## config.mk

```make
export PLATFORM = sky130hd
export DESIGN_NAME = rx_word_tracker_flat
export DESIGN_NICKNAME = d
export VERILOG_FILES = /design/src/logic/udp_rx_pkg.sv /design/src/logic/rx_word_if.sv /design/src/logic/rx_word_tracker.sv /design/src/flat_wrapper.sv
export SDC_FILE = /design/constraint.sdc
export NUM_CORES = 1
export LEC_CHECK = 0
export BUFFER_PORTS_ARGS = -buffer_cell sky130_fd_sc_hd__buf_4
export CAP_MARGIN = 0
export CORE_MARGIN = 3
export CORE_UTILIZATION = 39
export DETAILED_ROUTE_END_ITERATION = 7
export PLACE_DENSITY = 0.83
export SLEW_MARGIN = 40
export SYNTH_ARGS = -nofsm -noshare
export SYNTH_HDL_FRONTEND = slang
export SYNTH_SLANG_ARGS = --single-unit
```

## constraint.sdc

```tcl
create_clock -name mac_clk -period 2.3 [get_ports mac_clk]
set_input_delay 0.23 -clock mac_clk [delete_from_list [all_inputs] [get_ports mac_clk]]
set_output_delay 0.23 -clock mac_clk [all_outputs]
set_load 0.02 [all_outputs]
```

## src/logic/udp_rx_pkg.sv

```systemverilog
package udp_rx_pkg;

  // protocol constants checked by the header filters
  localparam logic [15:0] ethertype_ipv4   = 16'h0800;
  localparam logic [7:0]  ipv4_ver_ihl     = 8'h45;
  localparam logic [7:0]  ip_proto_udp     = 8'h11;
  localparam logic [23:0] mcast_mac_prefix = 24'h01005E;

  // position of a word within the frame
  // header words first, then payload carrying words
  typedef enum logic [2:0] {
    hdr_w0    = 3'd0,
    hdr_w1    = 3'd1,
    hdr_w2    = 3'd2,
    hdr_w3    = 3'd3,
    hdr_w4    = 3'd4,
    hdr_w5    = 3'd5,
    data_word = 3'd6
  } hdr_word_e;

  typedef enum logic [0:0] {
    wr_run     = 1'b0,
    wr_overrun = 1'b1
  } writer_state_e;

  // packet FIFO entry, flags on top of the data word
  typedef struct packed {
    logic        overrun;
    logic        bad;
    logic        eof;
    logic [63:0] data;
  } payload_entry_t;

  // control FIFO entry, one per accepted frame
  typedef struct packed {
    logic [15:0] port;
    logic [31:0] ip;
  } src_info_t;

endpackage
```

## src/logic/rx_word_if.sv

```systemverilog
`timescale 1ns/100ps
interface rx_word_if;

  // registered MAC word, byte 0 in bits 7:0
  logic [63:0]           word;
  logic                  word_valid;
  udp_rx_pkg::hdr_word_e pos;
  logic                  frame_start;
  // end strobes, one cycle after the last word
  logic                  good_end;
  logic                  bad_end;

  modport source (
    output word, word_valid, pos, frame_start, good_end, bad_end
  );

  modport sink (
    input word, word_valid, pos, frame_start, good_end, bad_end
  );

endinterface

```

## src/logic/rx_word_tracker.sv

```systemverilog
`timescale 1ns/100ps
module rx_word_tracker (
  input  logic        mac_clk,
  input  logic        mac_rst,
  input  logic [63:0] mac_rx_data,
  input  logic [7:0]  mac_rx_data_valid,
  input  logic        mac_rx_good_frame,
  input  logic        mac_rx_bad_frame,
  input  logic        phy_rx_up,
  rx_word_if.source   rx
);

  logic in_valid;
  logic in_start;
  logic active;

  // only full words count as data
  assign in_valid = mac_rx_data_valid == 8'hFF;
  // first word of a frame, accepted only with the link up
  assign in_start = in_valid && !active && phy_rx_up;

  always_ff @(posedge mac_clk) begin
    rx.word <= mac_rx_data;
    if (mac_rst) begin
      rx.word_valid  <= 1'b0;
      rx.frame_start <= 1'b0;
      rx.good_end    <= 1'b0;
      rx.bad_end     <= 1'b0;
      rx.pos         <= udp_rx_pkg::hdr_w0;
      active         <= 1'b0;
    end else begin
      rx.word_valid  <= in_valid && (active || phy_rx_up);
      rx.frame_start <= in_start;
      rx.good_end    <= mac_rx_good_frame && active;
      rx.bad_end     <= mac_rx_bad_frame && active;
      if (in_start) begin
        rx.pos <= udp_rx_pkg::hdr_w0;
      end else if (in_valid && active && rx.pos != udp_rx_pkg::data_word) begin
        // saturate once the header is behind us
        rx.pos <= udp_rx_pkg::hdr_word_e'(rx.pos + 3'd1);
      end
      if (mac_rx_good_frame || mac_rx_bad_frame) begin
        active <= 1'b0;
      end else if (in_start) begin
        active <= 1'b1;
      end
    end
  end

endmodule

```

## src/flat_wrapper.sv

```systemverilog
// flat-port wrapper written by rule: the top's interface ports become plain ports
module rx_word_tracker_flat 
  (mac_clk, mac_rst, mac_rx_data, mac_rx_data_valid, mac_rx_good_frame, mac_rx_bad_frame, phy_rx_up, rx_word, rx_word_valid, rx_pos, rx_frame_start, rx_good_end, rx_bad_end);
  rx_word_if rx_i ();
  input  logic mac_clk;
  input  logic mac_rst;
  input  logic [63:0] mac_rx_data;
  input  logic [7:0] mac_rx_data_valid;
  input  logic mac_rx_good_frame;
  input  logic mac_rx_bad_frame;
  input  logic phy_rx_up;
  output wire logic [$bits(rx_i.word)-1:0] rx_word;
  output wire logic [$bits(rx_i.word_valid)-1:0] rx_word_valid;
  output wire logic [$bits(rx_i.pos)-1:0] rx_pos;
  output wire logic [$bits(rx_i.frame_start)-1:0] rx_frame_start;
  output wire logic [$bits(rx_i.good_end)-1:0] rx_good_end;
  output wire logic [$bits(rx_i.bad_end)-1:0] rx_bad_end;
  assign rx_word = rx_i.word;
  assign rx_word_valid = rx_i.word_valid;
  assign rx_pos = rx_i.pos;
  assign rx_frame_start = rx_i.frame_start;
  assign rx_good_end = rx_i.good_end;
  assign rx_bad_end = rx_i.bad_end;
  rx_word_tracker u_core (.mac_clk(mac_clk), .mac_rst(mac_rst), .mac_rx_data(mac_rx_data), .mac_rx_data_valid(mac_rx_data_valid), .mac_rx_good_frame(mac_rx_good_frame), .mac_rx_bad_frame(mac_rx_bad_frame), .phy_rx_up(phy_rx_up), .rx(rx_i));
endmodule
```

* Word level (Yosys, flattened, before mapping) *
Cells that the tools add are included.

storage, ports and cells
  bits in registers = 72
  input port bits = 77
  logic and storage cells = 22

operators by class
  $add $sub $neg = 1
  equality and inequality tests = 2
  reductions and logical operators = 12

operators by type and width
  cell                   number
  $eq A8 B8 Y1 const B   1
  $logic_and A1 B1 Y1    7
  $reduce_or A2 Y1       2
  $add A3 B1 Y3 const B  1
  $ne A3 B3 Y1 const B   1
  $logic_or A1 B1 Y1     2
  $logic_not A1 Y1       1

* Longest topological paths before layout *
  depth in word-level cells = 4
  gate-level depth with buffers = 5
  depth with buffers taken out = 5

* Least setup slack after synthesis *
Ideal clock, no wire load.

  path kind = reg-to-reg
  from = register u_core.rx.pos[0]
  to = register u_core.rx.pos[1]
  arrival time = 1381 ps
  data required time = 2167 ps
  path slack = 786 ps
  cell stages (with the launch flop) = 6
  buffers on the path = 0
  clock period less this slack = 1514 ps
  cell sequence = dfxtp_1 -> inv_1 -> ha_1 -> and3_1 -> o41ai_1 -> o41ai_1

between the ends
  cells in the longest elaborated chain, start to end = 2

ends and longest elaborated chain
  what                                                                   line                   text
  from (decl)                                                            rx_word_if.sv:14       output word, word_valid, pos, frame_start, good_end, bad_end
  from (signal assigned)                                                 rx_word_tracker.sv:29  rx.pos <= udp_rx_pkg::hdr_w0;
  from (signal assigned)                                                 rx_word_tracker.sv:37  rx.pos <= udp_rx_pkg::hdr_w0;
  from (signal assigned)                                                 rx_word_tracker.sv:40  rx.pos <= udp_rx_pkg::hdr_word_e'(rx.pos + 3'd1);
  parallel branches: the longest is 2 deep, another holds $add A3 B1 Y3  n/a

Parallel ways; which one is timed is not known.
A chain may end at the register's enable or synchronous reset.

* Worst setup path after layout *
Ends and elaborated chain as after synthesis.

==> metrics <==
Crit path required time 2520 ps; ant diodes 0; Slew @ Worst Pin 376 ps; Die ar. 5110 um^2; Die Width 71.5 um; Relative slew margins 0.749; Tot GR Track Use 0.326; CP max FO 5; Max Clk Rate 0.649 GHz; Tmin final 1540 ps; final worst clock skew 2.29 ps; Multi-input gate area 213 um^2; fillcell total 139; RePlAce Congestion 0.827; Seq/Total Area, Yosys 0.861; Final ANT Viol Nets 0; Yosys reg bits 72; hold buffer count at cts 64; met3 Use GR 0.0954; largest net degree at the start of global routing 13; RSZ-0062 raised after global routing false; max cap viols 0; DRC errors left 0; Post-Syn Area 1670 um^2; DP HPWL 4080 um; GR Overflow Total 0; cell family with the largest share of critical-path delay compound AO/OA/AOI/OAI gates; Reg area 1440 um^2; Final setup viols 0; Routed wire per std cell 21.0 um; Iteration-0 DRC Markers 100; hold crit path type input pin to flip-flop; routing usage on met2 0.548; FP Rows 23; core area 4060 um^2; Startpoint Class flip-flop; Layout Nets 406; slowest cell on the critical path dfxtp_1; Via Count 1807; initial antenna violation count 0; unique cell type count in the Yosys netlist 23; Slew Viols, Final 0; clock sinks 72; post-synth net total 185; Pre-antenna DRT Iters 4; Die Y 71.5 um; total CTS buffers 9; setup TNS 0 ps; vias in the first global route 2018; crit path capture type flip-flop; Fin. Hold Viols 0; critical-path cell list inv_1, ha_1, and3_1, o41ai_1, o41ai_1; yosys warns 0; synthesized area per cell 15.8 um^2; H-tree depth 3; Post-CTS Setup Bufs 0; most used routing layer met2; I/O pin count 148; Max Buffers Root-to-Sink 2; first-pass GRT wire length 12100 um; vias per inst 4.73; PortBufs 147; worst skew pair latency 340 ps; CTS tree yes; outcome completed; Mapped Cells 106; period utilisation layout 0.670; Bufs and invs on worst path 1; Routed WL 8030 um; # resized after CTS 0; Power Density 769 nW/um^2; effective utilization at floorplan 0.413; layout cell share with drive strength beyond 1 0.497; most frequent CP cell o41ai_1; CP Class flip-flop to flip-flop; Leakage 1.77 nW; worst vdd ir 0.000535 V; area grow syn2layout 121%; clock-pin slew on the worst setup and hold paths 70 ps; hold_ws 112 ps; slowest stage delay, CP 400 ps; CTS root buffer clkbuf_8; met1 Use GR 0.393; CP arrival 1760 ps
==> cells in the final DEF (no fill, tap or decap) <==
| cell | n |
|---|---|
| o41ai_1 | 2 |
| inv_1 | 4 |
| nand2_1 | 2 |
| clkinvlp_4 | 2 |
| nand3b_1 | 1 |
| nand4_2 | 2 |
| and2_1 | 1 |
| nor2b_1 | 1 |
| o311ai_0 | 1 |
| ha_1 | 2 |
| clkinv_2 | 1 |
| nor2_1 | 1 |
| o32ai_1 | 1 |
| o221ai_1 | 1 |
| clkbuf_1 | 1 |
| dfxtp_1 | 72 |
| nand3_1 | 1 |
| bufinv_16 | 2 |
| nand2b_1 | 1 |
| nor4_1 | 1 |
| or2_4 | 1 |
| dlygate4sd3_1 | 64 |
| nand4_1 | 2 |
| o21a_1 | 1 |
| clkbuf_8 | 10 |
| buf_4 | 147 |
| a211oi_1 | 1 |
| nor3_1 | 3 |
| and3_1 | 3 |
==> synthesized netlist by cell type, drive strengths merged <==
library cell,instances,share of area
a211oi,1,0.0045
nand3b,1,0.0045
ha,2,0.015
nand2b,1,0.0037
o311ai,1,0.0052
o41ai,2,0.010
o21a,1,0.0045
and2,1,0.0037
nor2,1,0.0022
o221ai,1,0.0052
and3,3,0.011
nand2,2,0.0045
nand3,1,0.0030
nand4,4,0.022
nor3,3,0.0090
buf,1,0.0030
inv,4,0.0090
or2,1,0.0052
o32ai,1,0.0052
nor4,1,0.0037
dfxtp,72,0.86
nor2b,1,0.0037
==> layout make-up <==
class	instances	share of cell area
well taps	50	0.0169
inverters	4	0.00406
clock inverters	5	0.0217
clock buffers	11	0.0382
multi-input cells	29	0.0575
repair buffers	211	0.472
flip-flops and latches	72	0.390
==> routing by layer <==
layer  wire length [um]  up-vias
li1                   -      798
met1               3080      849
met2               3990      138
met3                748       22
met4                215        0
met5                  0        -
==> logic make-up after synthesis <==
group	after synthesis	synth area share
AOI/OAI and AO/OA	7	0.0351
adders and majority gates	2	0.0149
buffers and inverters	5	0.0120
DFF	72	0.861
and+or+nand+nor	20	0.0770
==> through the flow <==
step                      setup slack [ps]   util  instance area [um^2]  std cells  total power [mW]
after floorplan                        786      -                  1670        106              1.43
after global placement                 880  0.699                  2840        302              1.62
after detailed placement               798  0.699                  2840        302              1.63
after CTS                              780  0.911                  3700        382              2.80
after global routing                   632  0.911                  3700        382              2.93
final                                  759  0.911                  3700        382              2.84
==> state kept, by name (all words and copies together) (netlist names) <==
name / count
u_core.rx.word_valid: 1
u_core.active: 1
u_core.rx.bad_end: 1
u_core.rx.frame_start: 1
u_core.rx.word: 64
u_core.rx.pos: 3
u_core.rx.good_end: 1
==> where the power goes <==
group | internal [mW] | switching (mW) | total (mW)
Clock | 0.639 | 0.483 | 1.12
Sequential | 1.31 | 0.0235 | 1.33
Combinational | 0.225 | 0.167 | 0.391
Total | 2.17 | 0.673 | 2.84
==> path summary, 6_finish.rpt <==
kind | slack (ps) | cells past startpoint | end | startpoint
min | 110 | 2 | u_core.rx.word_valid | mac_rst
min reg2reg | 610 | 2 | u_core.rx.pos[2] | u_core.rx.pos[2]
max reg2reg | 760 | 5 | u_core.rx.pos[1] | u_core.rx.pos[0]
max | 760 | 5 | u_core.rx.pos[1] | u_core.rx.pos[0]
Note: power is estimated with default switching activity, not from simulation.
