==> src/logic/udp_rx_pkg.sv <==
package udp_rx_pkg;

  // protocol constants checked by the header filters
  localparam logic [15:0] ethertype_ipv4   = 16'h0800;
  localparam logic [7:0]  ipv4_ver_ihl     = 8'h45;
  localparam logic [7:0]  ip_proto_udp     = 8'h11;
  localparam logic [23:0] mcast_mac_prefix = 24'h01005E;

  // position of a word within the frame
  // header words first, then payload carrying words
  typedef enum logic [2:0] {
    hdr_w0    = 3'd0,
    hdr_w1    = 3'd1,
    hdr_w2    = 3'd2,
    hdr_w3    = 3'd3,
    hdr_w4    = 3'd4,
    hdr_w5    = 3'd5,
    data_word = 3'd6
  } hdr_word_e;

  typedef enum logic [0:0] {
    wr_run     = 1'b0,
    wr_overrun = 1'b1
  } writer_state_e;

  // packet FIFO entry, flags on top of the data word
  typedef struct packed {
    logic        overrun;
    logic        bad;
    logic        eof;
    logic [63:0] data;
  } payload_entry_t;

  // control FIFO entry, one per accepted frame
  typedef struct packed {
    logic [15:0] port;
    logic [31:0] ip;
  } src_info_t;

endpackage
==> src/logic/rx_word_if.sv <==
`timescale 1ns/100ps
interface rx_word_if;

  // registered MAC word, byte 0 in bits 7:0
  logic [63:0]           word;
  logic                  word_valid;
  udp_rx_pkg::hdr_word_e pos;
  logic                  frame_start;
  // end strobes, one cycle after the last word
  logic                  good_end;
  logic                  bad_end;

  modport source (
    output word, word_valid, pos, frame_start, good_end, bad_end
  );

  modport sink (
    input word, word_valid, pos, frame_start, good_end, bad_end
  );

endinterface

==> src/logic/rx_frame_writer.sv <==
`timescale 1ns/100ps
module rx_frame_writer #(
  parameter int fifo_depth        = 512,
  parameter int almost_full_level = 480
) (
  input  logic                       mac_clk,
  input  logic                       mac_rst,
  rx_word_if.sink                    rx,
  input  logic                       mac_ok,
  input  logic                       hdr_ok,
  input  udp_rx_pkg::src_info_t      src_info,
  input  logic                       local_enable,
  input  logic                       pkt_almost_full,
  input  logic                       app_rx_overrun_ack,
  output logic                       pkt_wr_en,
  output udp_rx_pkg::payload_entry_t pkt_wr_data,
  output logic                       ctrl_wr_en,
  output udp_rx_pkg::src_info_t      ctrl_wr_data
);

  // the overrun word itself needs one free slot above the level
  if (almost_full_level >= fifo_depth) begin : g_level_check
    $error("almost_full_level must be below fifo_depth");
  end

  udp_rx_pkg::writer_state_e state;

  logic        en_sample;
  logic        frame_accept;
  logic        first_word;
  logic        held_valid;
  logic [63:0] prev_word;
  logic [63:0] held_data;
  logic        data_in;
  logic        frame_end;
  logic        write_now;

  assign data_in   = rx.word_valid && rx.pos == udp_rx_pkg::data_word;
  assign frame_end = rx.good_end || rx.bad_end;
  // held word goes out once we know whether it is the last one
  assign write_now = state == udp_rx_pkg::wr_run && frame_accept && held_valid &&
                     (data_in || frame_end);

  assign pkt_wr_en           = write_now;
  assign pkt_wr_data.data    = held_data;
  assign pkt_wr_data.eof     = frame_end || pkt_almost_full;
  assign pkt_wr_data.bad     = rx.bad_end;
  assign pkt_wr_data.overrun = pkt_almost_full;

  // source info goes along with the first payload word
  assign ctrl_wr_en   = write_now && first_word;
  assign ctrl_wr_data = src_info;

  // payload starts at byte 2 of hdr_w5, so realign across word pairs
  always_ff @(posedge mac_clk) begin
    if (rx.word_valid) begin
      prev_word <= rx.word;
    end
    if (data_in) begin
      held_data <= {prev_word[23:16], prev_word[31:24], prev_word[39:32],
                    prev_word[47:40], prev_word[55:48], prev_word[63:56],
                    rx.word[7:0], rx.word[15:8]};
    end
  end

  always_ff @(posedge mac_clk) begin
    if (mac_rst) begin
      state        <= udp_rx_pkg::wr_run;
      en_sample    <= 1'b0;
      frame_accept <= 1'b0;
      first_word   <= 1'b0;
      held_valid   <= 1'b0;
    end else begin
      if (rx.frame_start) begin
        en_sample    <= local_enable;
        frame_accept <= 1'b0;
        first_word   <= 1'b1;
        held_valid   <= 1'b0;
      end
      // all verdicts are settled by the last header word
      if (rx.word_valid && rx.pos == udp_rx_pkg::hdr_w5) begin
        frame_accept <= en_sample && mac_ok && hdr_ok && state == udp_rx_pkg::wr_run;
      end
      if (data_in) begin
        held_valid <= 1'b1;
      end else if (frame_end) begin
        held_valid <= 1'b0;
      end
      if (write_now) begin
        first_word <= 1'b0;
      end
      case (state)
        udp_rx_pkg::wr_run: begin
          if (write_now && pkt_almost_full) begin
            // rest of this frame is dropped too
            state        <= udp_rx_pkg::wr_overrun;
            frame_accept <= 1'b0;
          end
        end
        udp_rx_pkg::wr_overrun: begin
          if (app_rx_overrun_ack) begin
            state <= udp_rx_pkg::wr_run;
          end
        end
        default: begin
          state <= udp_rx_pkg::wr_run;
        end
      endcase
    end
  end

endmodule

==> src/flat_wrapper.sv <==
// flat-port wrapper written by rule: the top's interface ports become plain ports
module rx_frame_writer_flat 
#(
  parameter int fifo_depth        = 512,
  parameter int almost_full_level = 480
)
  (mac_clk, mac_rst, mac_ok, hdr_ok, src_info, local_enable, pkt_almost_full, app_rx_overrun_ack, pkt_wr_en, pkt_wr_data, ctrl_wr_en, ctrl_wr_data, rx_word, rx_word_valid, rx_pos, rx_frame_start, rx_good_end, rx_bad_end);
  rx_word_if rx_i ();
  input  logic mac_clk;
  input  logic mac_rst;
  input  logic mac_ok;
  input  logic hdr_ok;
  input  udp_rx_pkg::src_info_t src_info;
  input  logic local_enable;
  input  logic pkt_almost_full;
  input  logic app_rx_overrun_ack;
  output logic pkt_wr_en;
  output udp_rx_pkg::payload_entry_t pkt_wr_data;
  output logic ctrl_wr_en;
  output udp_rx_pkg::src_info_t ctrl_wr_data;
  input wire logic [$bits(rx_i.word)-1:0] rx_word;
  input wire logic [$bits(rx_i.word_valid)-1:0] rx_word_valid;
  input wire logic [$bits(rx_i.pos)-1:0] rx_pos;
  input wire logic [$bits(rx_i.frame_start)-1:0] rx_frame_start;
  input wire logic [$bits(rx_i.good_end)-1:0] rx_good_end;
  input wire logic [$bits(rx_i.bad_end)-1:0] rx_bad_end;
  assign rx_i.word = rx_word;
  assign rx_i.word_valid = rx_word_valid;
  assign rx_i.pos = rx_pos;
  assign rx_i.frame_start = rx_frame_start;
  assign rx_i.good_end = rx_good_end;
  assign rx_i.bad_end = rx_bad_end;
  rx_frame_writer #(.fifo_depth(fifo_depth), .almost_full_level(almost_full_level)) u_core (.mac_clk(mac_clk), .mac_rst(mac_rst), .rx(rx_i), .mac_ok(mac_ok), .hdr_ok(hdr_ok), .src_info(src_info), .local_enable(local_enable), .pkt_almost_full(pkt_almost_full), .app_rx_overrun_ack(app_rx_overrun_ack), .pkt_wr_en(pkt_wr_en), .pkt_wr_data(pkt_wr_data), .ctrl_wr_en(ctrl_wr_en), .ctrl_wr_data(ctrl_wr_data));
endmodule
==> config.mk <==
export PLATFORM = sky130hd
export DESIGN_NAME = rx_frame_writer_flat
export DESIGN_NICKNAME = d
export VERILOG_FILES = /design/src/logic/udp_rx_pkg.sv /design/src/logic/rx_word_if.sv /design/src/logic/rx_frame_writer.sv /design/src/flat_wrapper.sv
export SDC_FILE = /design/constraint.sdc
export NUM_CORES = 1
export LEC_CHECK = 0
export BUFFER_PORTS_ARGS = -buffer_cell sky130_fd_sc_hd__buf_2
export CAP_MARGIN = 0
export CORE_MARGIN = 8
export CORE_UTILIZATION = 40
export CTS_CLUSTER_SIZE = 28
export DETAILED_ROUTE_END_ITERATION = 7
export GPL_TIMING_DRIVEN = 0
export PLACE_DENSITY = 0.75
export SYNTH_ARGS = -nofsm -noshare
export SYNTH_HDL_FRONTEND = slang
export SYNTH_SLANG_ARGS = --single-unit
==> constraint.sdc <==
create_clock -name mac_clk -period 3.5 [get_ports mac_clk]
set_input_delay 1.05 -clock mac_clk [delete_from_list [all_inputs] [get_ports mac_clk]]
set_output_delay 1.05 -clock mac_clk [all_outputs]
set_load 0.02 [all_outputs]
=== Word-level counts from Yosys, hierarchy flattened ===
Index checks and enable logic that the tools add are counted.

* Reduce and logical (&&, ||, !) cells: 15
* Multiplexer cells: 10
* Equality and inequality tests: 2
* Bitwise logic cells: 1

{| class="wikitable"
|+ Operator list
! cell !! count
|-
| $logic_and A1 B1 Y1 || 10
|-
| $mux W1 || 9
|-
| $eq A3 B3 Y1 const B || 2
|-
| $logic_or A1 B1 Y1 || 3
|-
| $reduce_bool A3 Y1 || 1
|-
| $pmux W1 S2 || 1
|-
| $reduce_or A2 Y1 || 1
|-
| $not A1 Y1 || 1
|}

* Register bits after elaboration: 133
* Bits of input ports: 126
* Output and inout port bits: 117

=== Longest topological paths before layout ===
* Word-level depth: 7
* Depth in mapped cells: 3

=== Worst setup path before layout ===
OpenSTA, ideal clock, no wires.

* Kind: input to output
* Start point: input rx_pos[0]
* End point: output ctrl_wr_en
* Stages on the path: 3
* Arrival time: 1.912 ns
* Path slack: 0.538 ns
* Cells stage by stage: nand4b_4 -> a211oi_4 -> and2_1

* Cells in the longest elaborated chain, start to end: 5

{| class="wikitable"
|+ Ends and longest elaborated chain
! what !! RTL line !! text
|-
| start, declared || flat_wrapper.sv:23 || <nowiki>input wire logic [$bits(rx_i.pos)-1:0] rx_pos;</nowiki>
|-
| $eq A3 B3 Y1 || rx_frame_writer.sv:38 || <nowiki>assign data_in = rx.word_valid && rx.pos == udp_rx_pkg::data_word;</nowiki>
|-
| $logic_and A1 B1 Y1 || rx_frame_writer.sv:38 ||
|-
| $logic_or A1 B1 Y1 || rx_frame_writer.sv:42 || <nowiki>(data_in || frame_end);</nowiki>
|-
| $logic_and A1 B1 Y1 || rx_frame_writer.sv:41 || <nowiki>assign write_now = state == udp_rx_pkg::wr_run && frame_accept && held_valid &&</nowiki>
|-
| named net pkt_wr_en || flat_wrapper.sv:17 || <nowiki>output logic pkt_wr_en;</nowiki>
|-
| $logic_and A1 B1 Y1 || rx_frame_writer.sv:51 || <nowiki>assign ctrl_wr_en = write_now && first_word;</nowiki>
|-
| end, declared || flat_wrapper.sv:19 || <nowiki>output logic ctrl_wr_en;</nowiki>
|}

The timed path passes the listed nets, and every way through them passes these cells.

=== Final worst setup path ===
* Start point: input rx_word_valid
* End point: output ctrl_wr_en

* Cells in the longest elaborated chain, start to end: 4

{| class="wikitable"
|+ Ends and longest elaborated chain
! what !! RTL line !! text
|-
| start, declared || flat_wrapper.sv:22 || <nowiki>input wire logic [$bits(rx_i.word_valid)-1:0] rx_word_valid;</nowiki>
|-
| $logic_and A1 B1 Y1 || rx_frame_writer.sv:38 ||
|-
| $logic_or A1 B1 Y1 || rx_frame_writer.sv:42 ||
|-
| $logic_and A1 B1 Y1 || rx_frame_writer.sv:41 ||
|-
| $logic_and A1 B1 Y1 || rx_frame_writer.sv:51 ||
|}

No other way between the ends.

==> impl_metrics.json <==
{
  "outcome": "completed",
  "yosys-top-cells-area": "edfxtp_1 (84%), buf_4 (9.4%), dfxtp_1 (2.5%)",
  "ys_ff_latch": 117,
  "portBuffers": 194,
  "dr.pass1.iters": 4,
  "worstSetupPathType": "in -> out",
  "start_util": 0.412,
  "rsz0062_at_grt": "no",
  "dp_hpwl_um": 7410,
  "clock_sinks": 117,
  "finalCritPeriodShare": 0.953,
  "n_antenna_cell": 0,
  "ys.flop_type": "edfxtp_1",
  "cap_violations": 0,
  "postSynthCellCount": 188,
  "ys_seq_area_frac": 0.865,
  "ir_drop_mv": 0.245,
  "rrSetupSlack_ps": 2520,
  "path_clk_slew_ps": 50,
  "die_h_um": 116,
  "cp.required_ps": 2450,
  "yosysMostFrequentCell": "edfxtp_1",
  "wirelength_um": 9390,
  "yosysWarningCount": 0,
  "start_kind": "input pin",
  "cp.arrival_ps": 2290,
  "grt_max_degree": 51,
  "antenna_found_initial": 0,
  "fin_ws_ps": 163,
  "synth.net_count": 314,
  "endpoint_kind": "output port",
  "wl_met2_um": 4880,
  "htreeDepth": 4,
  "fp-row-count": 36,
  "power_leakage_uw": 0.00245,
  "vias": 2331,
  "area_delta_synth_final_pct": 43.3,
  "syn_area_um2": 4000,
  "synth_edf_count": 112,
  "worstHoldPathType": "reg -> reg",
  "syn_area_per_cell_um2": 21.3,
  "setup_viol": 0,
  "synth_top_cell_area_share": 0.840,
  "wl_met3_um": 1180,
  "grt_pass1_wl_um": 13500,
  "max_slew_margin": 0.688,
  "gp_congestion": 0.765,
  "clock-root-buffer": "clkbuf_8",
  "die-area_um2": 13500,
  "drc": 0,
  "track_usage": 0.139,
  "hold_viol": 0,
  "rr_startpoint": "u_core.state",
  "worst_slew_pin_slew_ps": 468,
  "cts_tree": "yes",
  "overflow": 0,
  "core_area_um2": 9730,
  "synthTopCellsByCount": "edfxtp_1 (112), buf_4 (50), dfxtp_1 (5), nor2_1 (3)",
  "die_w_um": 116,
  "ant_nets": 0,
  "final_core_util": 0.590,
  "hold_buffers": 0,
  "startpoint": "rx_word_valid",
  "yosysTopAreaCell": "edfxtp_1",
  "drt_iter0_drc": 147,
  "powerDensity_nw_per_um2": 600,
  "wl_met1_um": 3230,
  "fillCellCount": 759,
  "drive_gt1_frac": 0.672,
  "cts_buffers": 17,
  "clock_latency_ps": 500,
  "cts_buffer_depth": 2,
  "via_per_inst": 4.25,
  "endpoint": "ctrl_wr_en",
  "final_nets": 528,
  "highest_layer": "met4",
  "rr_worst_depth": 3,
  "drv_slew": 0,
  "ys_types": 20,
  "wl_per_cell_um": 17.1,
  "io-pin-count": 243,
  "dp_slack_ps": -407,
  "fmax_mhz": 300,
  "cp_max_fo": 50,
  "holdPathStages": 0,
  "rr_endpoint": "u_core.frame_accept",
  "period_needed_ps": 3340,
  "synth-async-reset-ratio": 0,
  "fin_worst_skew_ps": 4.81,
  "grt_pass1_vias": 2596
}
through the flow:
stage / TNS [ps] / std cells / total power [uW] / hold slack, ps / instance area, um^2
6_report: 0 / 548 / 3440 / 413 / 5740
5_1_grt: 0 / 548 / 3570 / 419 / 5740
4_1_cts: 0 / 548 / 3490 / 416 / 5740
3_5_place_dp: -706 / 516 / 1860 / 405 / 5160
3_3_place_gp: -56530 / 515 / 1850 / 400 / 5140
2_1_floorplan: 0 / 188 / 1750 / 400 / 4000
worst min path at each step:
stage	from	endpoint	slack (ps)
2_1_floorplan	u_core.prev_word[56]	u_core.held_data[16]	400
3_3_place_gp	u_core.prev_word[61]	u_core.held_data[21]	400
3_5_place_dp	u_core.prev_word[54]	u_core.held_data[30]	400
4_1_cts	u_core.prev_word[54]	u_core.held_data[30]	420
5_1_grt	u_core.prev_word[29]	u_core.held_data[53]	420
6_report	u_core.prev_word[29]	u_core.held_data[53]	410
cell usage in the layout, fill, tap and decap left out, types with 2 or more instances in the layout:
| cell type | synthesis | routed |
|---|---|---|
| buf_2 | 0 | 193 |
| buf_4 | 50 | 50 |
| bufinv_16 | 0 | 2 |
| clkbuf_16 | 0 | 16 |
| clkinv_2 | 0 | 2 |
| clkinv_4 | 0 | 4 |
| clkinvlp_4 | 0 | 4 |
| dfxtp_1 | 5 | 5 |
| edfxtp_1 | 112 | 112 |
| inv_6 | 0 | 2 |
| mux2i_1 | 2 | 2 |
| nor2_1 | 3 | 3 |
sequential cells by signal, summed over array words and instances, names as in the netlist:
name                 count
u_core.held_data        64
u_core.frame_accept      1
u_core.prev_word        48
u_core.held_valid        1
u_core.en_sample         1
u_core.first_word        1
u_core.state             1
cell families (layout without fill, tap and decap cells):
family | Yosys count | in the layout | synth area share
flops | 117 | 117 | 0.865
buf+inv | 52 | 279 | 0.0956
simple gates | 13 | 13 | 0.0241
compound gates | 4 | 4 | 0.0103
mux | 2 | 2 | 0.00500
worst max-delay path: stages:
cell	delay, ps
buf_6	370
nand4b_4	190
a211oi_4	330
and2_1	170
buf_2	160
routing by layer:
| metal | global-route usage | up-vias |
|---|---|---|
| met5 | 0 | - |
| li1 | - | 1088 |
| met2 | 0.242 | 159 |
| met4 | 0.0622 | 0 |
| met3 | 0.0797 | 11 |
| met1 | 0.130 | 1073 |
timing repair:
item / CTS / global route
endpoints found under the setup margin: 2 / 0
gates resized for setup: 2 / 0
setup buffers: 0 / 0
hold endpoints to repair: 0 / 0
where the power goes:
part | internal (uW) | switching (uW) | leakage (uW)
Combinational | 95.8 | 109 | 0.00109
Sequential | 1600 | 14.9 | 0.00109
Clock | 1010 | 606 | 0.000268
Total | 2710 | 729 | 0.00245
final cells by class:
cell class                      count  area, um^2  area share
Sequential cell                   117        3460       0.604
Buffer                             50         375      0.0654
Inverter                            2        7.51     0.00131
Clock inverter                     15         156      0.0273
Clock buffer                       17         414      0.0722
Timing Repair Buffer              195         997       0.174
Multi-Input combinational cell     19         158      0.0275
Tap cell                          133         166      0.0290
No activity file was read; power rests on OpenSTA's default activity.
