### src/logic/udp_rx_pkg.sv
package udp_rx_pkg;

  // protocol constants checked by the header filters
  localparam logic [15:0] ethertype_ipv4   = 16'h0800;
  localparam logic [7:0]  ipv4_ver_ihl     = 8'h45;
  localparam logic [7:0]  ip_proto_udp     = 8'h11;
  localparam logic [23:0] mcast_mac_prefix = 24'h01005E;

  // position of a word within the frame
  // header words first, then payload carrying words
  typedef enum logic [2:0] {
    hdr_w0    = 3'd0,
    hdr_w1    = 3'd1,
    hdr_w2    = 3'd2,
    hdr_w3    = 3'd3,
    hdr_w4    = 3'd4,
    hdr_w5    = 3'd5,
    data_word = 3'd6
  } hdr_word_e;

  typedef enum logic [0:0] {
    wr_run     = 1'b0,
    wr_overrun = 1'b1
  } writer_state_e;

  // packet FIFO entry, flags on top of the data word
  typedef struct packed {
    logic        overrun;
    logic        bad;
    logic        eof;
    logic [63:0] data;
  } payload_entry_t;

  // control FIFO entry, one per accepted frame
  typedef struct packed {
    logic [15:0] port;
    logic [31:0] ip;
  } src_info_t;

endpackage
### src/logic/rx_word_if.sv
`timescale 1ns/100ps
interface rx_word_if;

  // registered MAC word, byte 0 in bits 7:0
  logic [63:0]           word;
  logic                  word_valid;
  udp_rx_pkg::hdr_word_e pos;
  logic                  frame_start;
  // end strobes, one cycle after the last word
  logic                  good_end;
  logic                  bad_end;

  modport source (
    output word, word_valid, pos, frame_start, good_end, bad_end
  );

  modport sink (
    input word, word_valid, pos, frame_start, good_end, bad_end
  );

endinterface

### src/logic/ip_udp_filter.sv
`timescale 1ns/100ps
module ip_udp_filter (
  input  logic                  mac_clk,
  input  logic                  mac_rst,
  rx_word_if.sink               rx,
  input  logic [31:0]           local_ip,
  input  logic [15:0]           local_port,
  input  logic [31:0]           local_mc_recv_ip,
  input  logic [31:0]           local_mc_recv_ip_mask,
  output logic                  hdr_ok,
  output udp_rx_pkg::src_info_t src_info
);

  logic [15:0] ethertype;
  logic [31:0] dest_ip;
  logic [15:0] dest_port;
  logic [15:0] dest_ip_hi;
  logic        type_ok;
  logic        proto_ok;
  logic        ip_ok;
  logic        port_ok;

  assign ethertype = {rx.word[39:32], rx.word[47:40]};
  // upper half of the destination IP came with the previous word
  assign dest_ip   = {dest_ip_hi, rx.word[7:0], rx.word[15:8]};
  assign dest_port = {rx.word[39:32], rx.word[47:40]};

  assign ip_ok = (dest_ip == local_ip) ||
                 ((dest_ip & local_mc_recv_ip_mask) ==
                  (local_mc_recv_ip & local_mc_recv_ip_mask));
  assign port_ok = dest_port == local_port;

  always_ff @(posedge mac_clk) begin
    if (mac_rst) begin
      hdr_ok   <= 1'b0;
      type_ok  <= 1'b0;
      proto_ok <= 1'b0;
    end else begin
      if (rx.frame_start) begin
        hdr_ok <= 1'b0;
      end
      if (rx.word_valid) begin
        case (rx.pos)
          udp_rx_pkg::hdr_w1: begin
            // IPv4 without options only
            type_ok <= ethertype == udp_rx_pkg::ethertype_ipv4 &&
                       rx.word[55:48] == udp_rx_pkg::ipv4_ver_ihl;
          end
          udp_rx_pkg::hdr_w2: begin
            proto_ok <= rx.word[63:56] == udp_rx_pkg::ip_proto_udp;
          end
          udp_rx_pkg::hdr_w4: begin
            hdr_ok <= type_ok && proto_ok && ip_ok && port_ok;
          end
          default: begin
          end
        endcase
      end
    end
  end

  always_ff @(posedge mac_clk) begin
    if (rx.word_valid && rx.pos == udp_rx_pkg::hdr_w3) begin
      src_info.ip <= {rx.word[23:16], rx.word[31:24], rx.word[39:32], rx.word[47:40]};
      dest_ip_hi  <= {rx.word[55:48], rx.word[63:56]};
    end
    if (rx.word_valid && rx.pos == udp_rx_pkg::hdr_w4) begin
      src_info.port <= {rx.word[23:16], rx.word[31:24]};
    end
  end

endmodule

### src/flat_wrapper.sv
// flat-port wrapper written by rule: the top's interface ports become plain ports
module ip_udp_filter_flat 
  (mac_clk, mac_rst, local_ip, local_port, local_mc_recv_ip, local_mc_recv_ip_mask, hdr_ok, src_info, rx_word, rx_word_valid, rx_pos, rx_frame_start, rx_good_end, rx_bad_end);
  rx_word_if rx_i ();
  input  logic mac_clk;
  input  logic mac_rst;
  input  logic [31:0] local_ip;
  input  logic [15:0] local_port;
  input  logic [31:0] local_mc_recv_ip;
  input  logic [31:0] local_mc_recv_ip_mask;
  output logic hdr_ok;
  output udp_rx_pkg::src_info_t src_info;
  input wire logic [$bits(rx_i.word)-1:0] rx_word;
  input wire logic [$bits(rx_i.word_valid)-1:0] rx_word_valid;
  input wire logic [$bits(rx_i.pos)-1:0] rx_pos;
  input wire logic [$bits(rx_i.frame_start)-1:0] rx_frame_start;
  input wire logic [$bits(rx_i.good_end)-1:0] rx_good_end;
  input wire logic [$bits(rx_i.bad_end)-1:0] rx_bad_end;
  assign rx_i.word = rx_word;
  assign rx_i.word_valid = rx_word_valid;
  assign rx_i.pos = rx_pos;
  assign rx_i.frame_start = rx_frame_start;
  assign rx_i.good_end = rx_good_end;
  assign rx_i.bad_end = rx_bad_end;
  ip_udp_filter u_core (.mac_clk(mac_clk), .mac_rst(mac_rst), .rx(rx_i), .local_ip(local_ip), .local_port(local_port), .local_mc_recv_ip(local_mc_recv_ip), .local_mc_recv_ip_mask(local_mc_recv_ip_mask), .hdr_ok(hdr_ok), .src_info(src_info));
endmodule
### config.mk
export PLATFORM = sky130hd
export DESIGN_NAME = ip_udp_filter_flat
export DESIGN_NICKNAME = d
export VERILOG_FILES = /design/src/logic/udp_rx_pkg.sv /design/src/logic/rx_word_if.sv /design/src/logic/ip_udp_filter.sv /design/src/flat_wrapper.sv
export SDC_FILE = /design/constraint.sdc
export NUM_CORES = 1
export LEC_CHECK = 0
export BUFFER_PORTS_ARGS = -buffer_cell sky130_fd_sc_hd__buf_4
export CAP_MARGIN = 5
export CELL_PAD_IN_SITES_DETAIL_PLACEMENT = 1
export CELL_PAD_IN_SITES_GLOBAL_PLACEMENT = 1
export CORE_UTILIZATION = 27
export DETAILED_ROUTE_END_ITERATION = 8
export HOLD_SLACK_MARGIN = 0.05
export PLACE_DENSITY_LB_ADDON = 0.15
export SLEW_MARGIN = 10
export SYNTH_ARGS = -nofsm -noshare
export SYNTH_HDL_FRONTEND = slang
export SYNTH_SLANG_ARGS = --single-unit
### constraint.sdc
create_clock -name mac_clk -period 2 [get_ports mac_clk]
set_clock_uncertainty 0.1 [all_clocks]
set_input_delay 0.1 -clock mac_clk [delete_from_list [all_inputs] [get_ports mac_clk]]
set_output_delay 0.1 -clock mac_clk [all_outputs]
set_load 0.1 [all_outputs]
======== Word-level counts from Yosys, hierarchy flattened ========
Index checks and enable logic that the tools add are counted.
storage, ports and cells
  memory bits (writable) .................. 0
  latch bits .............................. 0
  register bits after elaboration ......... 67
  bits in read-only memories .............. 0
  memories ................................ 0
  word-level logic and storage cells ...... 30
cells by class
  $lt $le $gt $ge ......................... 0
  multiplexer cells ....................... 3
  reduce and logical (&&, ||, !) cells .... 9
  multiply operators ...................... 0
  equal/unequal tests ..................... 10
  bitwise operators ....................... 2
  shift-type cells ........................ 0
  add/sub/neg operators ................... 0
  divide/modulo/power cells ............... 0
operators by type and width
  operator                                                count
  bitwise AND 32 bit                                      2
  equality test 32 bit                                    2
  equality test 16 x 12 -> 1 bit (second input constant)  1
  equality test 16 bit                                    1
  equality test 8 x 5 -> 1 bit (second input constant)    1
  equality test 8 x 7 -> 1 bit (second input constant)    1
  equality test 3 x 2 -> 1 bit (second input constant)    2
  logical AND 1 bit                                       6
  AND reduction 2 bit                                     2
  equality test 3 x 1 -> 1 bit (second input constant)    1
  equality test 3 bit (second input constant)             1
  two-way mux 1 bit                                       3
  logical OR 1 bit                                        1

======== Logic depth before layout (Yosys ltp) ========
  word-level depth ........................ 7
  gate-level depth with buffers ........... 5

======== Worst setup path before layout ========
No wires, ideal clock.
  kind .................................... input to register
  start point ............................. input rx_pos[1]
  end point ............................... register u_core.hdr_ok
  path slack .............................. -0.199 ns
  stages .................................. 4
  data required time ...................... 1.821 ns
  setup time .............................. 0.079 ns
  arrival time ............................ 2.020 ns
  path through ............................ nor3_1 > nor4b_1 > a41oi_1 > a211oi_2
on the way
  cells in the longest elaborated chain, start to end .. 3
ends and longest elaborated chain
  item                  line                 RTL
  start, declared       flat_wrapper.sv:15   input wire logic [$bits(rx_i.pos)-1:0] rx_pos;
  equality test 3 bit   ip_udp_filter.sv:43  case (rx.pos)
  two-way mux 1 bit     ip_udp_filter.sv:43
  two-way mux 1 bit     ip_udp_filter.sv:42  if (rx.word_valid) begin
  end signal, assigned  ip_udp_filter.sv:53  hdr_ok <= type_ok && proto_ok && ip_ok && port_ok;
  end, declared         ip_udp_filter.sv:10  output logic hdr_ok,
No other way between the ends.
A chain may end at the register's enable or synchronous reset.

======== Final worst setup path ========
  start point ............................. register u_core.dest_ip_hi[7]
  end point ............................... register u_core.hdr_ok
on the way
  cells in the longest elaborated chain, start to end .. 7
  elaborated cells on any way between the ends .. 8
ends and longest elaborated chain
  item                               line                 RTL
  start, declared                    ip_udp_filter.sv:17  logic [15:0] dest_ip_hi;
  start signal, assigned             ip_udp_filter.sv:65  dest_ip_hi <= {rx.word[55:48], rx.word[63:56]};
  bitwise AND 32 bit                 ip_udp_filter.sv:29  ((dest_ip & local_mc_recv_ip_mask) ==
  equality test 32 bit               ip_udp_filter.sv:29
  logical OR 1 bit *                 ip_udp_filter.sv:28  assign ip_ok = (dest_ip == local_ip) ||
  logical AND 1 bit * (2 in series)  ip_udp_filter.sv:53
  two-way mux 1 bit *                ip_udp_filter.sv:43
  two-way mux 1 bit *                ip_udp_filter.sv:42
Mark *: on every way between the ends. The rest lies on a longest branch, timed or not.

==> impl_metrics.prom <==
# TYPE chip_impl_metric gauge
chip_impl_info{name="run_status",value="finished, final reports clean"} 1
chip_impl_metric{name="detailroute.via_count",unit=""} 2925
chip_impl_info{name="ys_dominant_reg_cell",value="sky130_fd_sc_hd__edfxtp_1"} 1
chip_impl_info{name="ctsRootBufferMaster",value="sky130_fd_sc_hd__clkbuf_16"} 1
chip_impl_metric{name="dpl-instance-area",unit="mm^2"} 0.00508
chip_impl_info{name="most_frequent_standard_cell_in_the_layout_excluding_fill_and_tap_cells",value="sky130_fd_sc_hd__buf_4"} 1
chip_impl_metric{name="core",unit="mm^2"} 0.0110
chip_impl_metric{name="finalHoldViolations",unit=""} 0
chip_impl_metric{name="async_flop_share",unit="%"} 0
chip_impl_metric{name="die_h",unit="um"} 109
chip_impl_metric{name="post_detailed_route_via_to_cell_ratio",unit=""} 4.48
chip_impl_metric{name="worst_ep_arrival_time",unit="ns"} 2.04
chip_impl_metric{name="grt_overflow_total",unit=""} 0
chip_impl_info{name="holdCritPathClass",value="in2reg"} 1
chip_impl_metric{name="stdcell_area",unit="mm^2"} 0.00589
chip_impl_metric{name="clkSlewWorstSetupHoldPaths",unit="ns"} 0.06
chip_impl_metric{name="detail_route.drc_violations",unit=""} 0
chip_impl_metric{name="final_period_minus_worst_setup_slack",unit="ns"} 1.89
chip_impl_metric{name="cts-resized-gates",unit=""} 0
chip_impl_metric{name="cts-buffers-inserted",unit=""} 9
chip_impl_metric{name="netlist-cell-type-count",unit=""} 24
chip_impl_info{name="tritoncts_clock_tree",value="built"} 1
chip_impl_metric{name="grt_util_all_layers",unit="%"} 18.6
chip_impl_metric{name="power.ir.vdd_worst",unit="mV"} 0.505
chip_impl_info{name="critical_path.endpoint_type",value="register"} 1
chip_impl_metric{name="detailedRoute.firstIterationViolations",unit=""} 55
chip_impl_metric{name="start_util",unit="%"} 28.3
chip_impl_metric{name="maximum_number_of_pins_on_one_net_before_global_route_repair",unit=""} 21
chip_impl_metric{name="n_fill_cell",unit=""} 1191
chip_impl_info{name="unrepaired_setup_endpoints_after_global_routing",value="no"} 1
chip_impl_metric{name="timing_max_transition_violations_final",unit=""} 0
chip_impl_metric{name="slew_at_the_pin_with_the_worst_max_slew_slack",unit="ns"} 0.383
chip_impl_metric{name="rows",unit=""} 38
chip_impl_metric{name="synth-seq-area-share",unit="%"} 63.5
chip_impl_metric{name="postCtsHoldBufs",unit=""} 51
chip_impl_metric{name="yosys_warnings",unit=""} 0
chip_impl_metric{name="multiInputGateArea",unit="mm^2"} 0.00114
chip_impl_metric{name="max_freq",unit="MHz"} 529
chip_impl_metric{name="finalNetCount",unit=""} 692
chip_impl_metric{name="drive_gt1_share",unit="%"} 49.4
chip_impl_metric{name="wl_per_cell",unit="um"} 17.5
chip_impl_metric{name="route.antenna.remaining_nets",unit=""} 0
chip_impl_metric{name="leakage_power",unit="nW"} 2.45
chip_impl_metric{name="synth_edf_count",unit=""} 64
chip_impl_metric{name="die_x",unit="um"} 109
chip_impl_metric{name="timing.final.crit_share",unit="%"} 94.6
chip_impl_info{name="timing_worst_setup_path_type",value="reg2reg"} 1
chip_impl_metric{name="placed_wire_length_estimate",unit="um"} 9140
chip_impl_metric{name="cells_after_synthesis",unit=""} 211
chip_impl_metric{name="detail_route.wirelength",unit="um"} 11400
chip_impl_metric{name="ctsHtreeMaxLevel",unit=""} 3
chip_impl_info{name="cpMaxStageDelayCell",value="sky130_fd_sc_hd__or4_1"} 1
chip_impl_metric{name="syn-cell-area",unit="mm^2"} 0.00312
chip_impl_metric{name="final_core_util",unit="%"} 53.4
chip_impl_info{name="layout.cells.most_common_list",value="sky130_fd_sc_hd__buf_4, sky130_fd_sc_hd__edfxtp_1, sky130_fd_sc_hd__dlygate4sd3_1"} 1
chip_impl_metric{name="pwr_density_cell",unit="mW/mm^2"} 681
chip_impl_metric{name="die_area",unit="mm^2"} 0.0120
chip_impl_metric{name="gpl.final_weighted_congestion",unit=""} 0.722
chip_impl_metric{name="clkLatencyLatePin",unit="ns"} 0.33
chip_impl_info{name="timing.critical_path.cells",value="xor2_1 > a22oi_1 > nand4_1 > or4_1 > a211oi_2"} 1
chip_impl_metric{name="critPathMaxFanout",unit=""} 2
chip_impl_metric{name="number_of_synthesized_register_bits",unit=""} 67
chip_impl_metric{name="numPortBuffers",unit=""} 231
chip_impl_metric{name="number_of_global_route_vias_before_repair",unit=""} 3156
chip_impl_metric{name="setup_viol",unit=""} 0
chip_impl_metric{name="slew_headroom",unit="%"} 74.2
chip_impl_metric{name="sequential_cell_area_in_the_final_layout",unit="mm^2"} 0.00198
chip_impl_metric{name="grt_pass1_wl",unit="um"} 16100
chip_impl_metric{name="floorplan.io_pins",unit=""} 234
chip_impl_metric{name="antenna_violations_before_repair",unit=""} 1
chip_impl_metric{name="clockBufferDepth",unit=""} 2
chip_impl_metric{name="synth.avg_cell_area",unit="um^2"} 14.8
chip_impl_metric{name="drv.max_cap_violation_count",unit=""} 0
chip_impl_info{name="setup.worst_path.start_class",value="register"} 1
chip_impl_metric{name="syn-num-nets",unit=""} 396
chip_impl_metric{name="worst-endpoint-required",unit="ns"} 2.15
chip_impl_metric{name="clock-sinks",unit=""} 67
chip_impl_metric{name="drt_pass_1_iters",unit=""} 3
chip_impl_metric{name="final.setup.tns",unit="ns"} 0
chip_impl_metric{name="fin_total_pwr",unit="mW"} 4.01
chip_impl_metric{name="cts.repair_timing.setup_buffer_count",unit=""} 0
chip_impl_metric{name="critical-path-max-stage-delay",unit="ns"} 0.59
chip_impl_metric{name="area.growth.synth_to_final",unit="%"} 88.8
critical path, delay by kind of cell, from the launching register on:
family           cells  cell delay, ns
flip-flops           1            0.43
AND/OR/NAND/NOR      2            0.70
AO/OA/AOI/OAI        2            0.40
XOR/XNOR             1            0.18
area by class of cell:
cell class	count	area share, %
Antenna cell	1	0.0425
Clock buffer	9	3.82
Clock inverter	7	1.15
Multi-Input combinational cell	144	19.4
Sequential cell	67	33.7
Tap cell	140	2.97
Timing Repair Buffer	285	38.9
per-layer routing:
metal | routed length, um | GRT usage [%]
met4 | 232 | 7.90
met5 | 0 | 0
met1 | 3810 | 17.9
met2 | 6170 | 35.8
met3 | 1230 | 6.28
sequential cells by signal, indices dropped and copies added (netlist names):
signal / flops
u_core.type_ok: 1
u_core.dest_ip_hi: 16
u_core.hdr_ok: 1
u_core.proto_ok: 1
u_core.src_info: 48
power by group:
| part | leakage, nW | internal, mW | switching [mW] |
|---|---|---|---|
| registers | 0.606 | 1.58 | 0.0179 |
| clock network | 0.141 | 0.959 | 0.578 |
| logic | 1.70 | 0.433 | 0.439 |
synth_stat cells (all sizes together), types with 2 or more instances:
library cell | instances | area share [%]
nand4 | 13 | 2.8
nor4b | 5 | 1.4
xor2 | 45 | 13
nand3 | 2 | 0.32
xnor2 | 35 | 9.8
nand2 | 4 | 0.48
a22oi | 16 | 4.0
dfxtp | 3 | 1.9
edfxtp | 64 | 62
nor2 | 2 | 0.24
nor4 | 8 | 1.6
a21oi | 3 | 0.48
nor3 | 2 | 0.32
per-stage QoR:
stage / setup slack, ns / hold WS, ns / instances
floorplan: 0.300 / 0.0646 / 211
global placement: 0.144 / 0.186 / 585
detailed placement: 0.104 / 0.187 / 585
CTS: 0.0917 / 0.0624 / 652
global route: 0.0283 / 0.0958 / 653
finish: 0.108 / 0.0680 / 653
kinds of logic after synthesis:
family	Yosys count	share of synthesized area, %
compound gates	21	5.17
simple gates	43	8.83
xor+xnor	80	22.5
flops	67	63.5
final timing paths:
| path | startpoint | end | cells past startpoint | slack, ns |
|---|---|---|---|---|
| setup / recovery | u_core.dest_ip_hi[7]$_DFFE_PP_ | u_core.hdr_ok$_SDFF_PP0_ | 5 | 0.11 |
| hold / removal | rx_pos[1] | u_core.proto_ok$_SDFFE_PP0P_ | 5 | 0.07 |
| setup reg to reg | u_core.dest_ip_hi[7]$_DFFE_PP_ | u_core.hdr_ok$_SDFF_PP0_ | 5 | 0.11 |
| hold reg to reg | u_core.proto_ok$_SDFFE_PP0P_ | u_core.proto_ok$_SDFFE_PP0P_ | 2 | 0.38 |
Note: power is estimated with default switching activity, not from simulation.
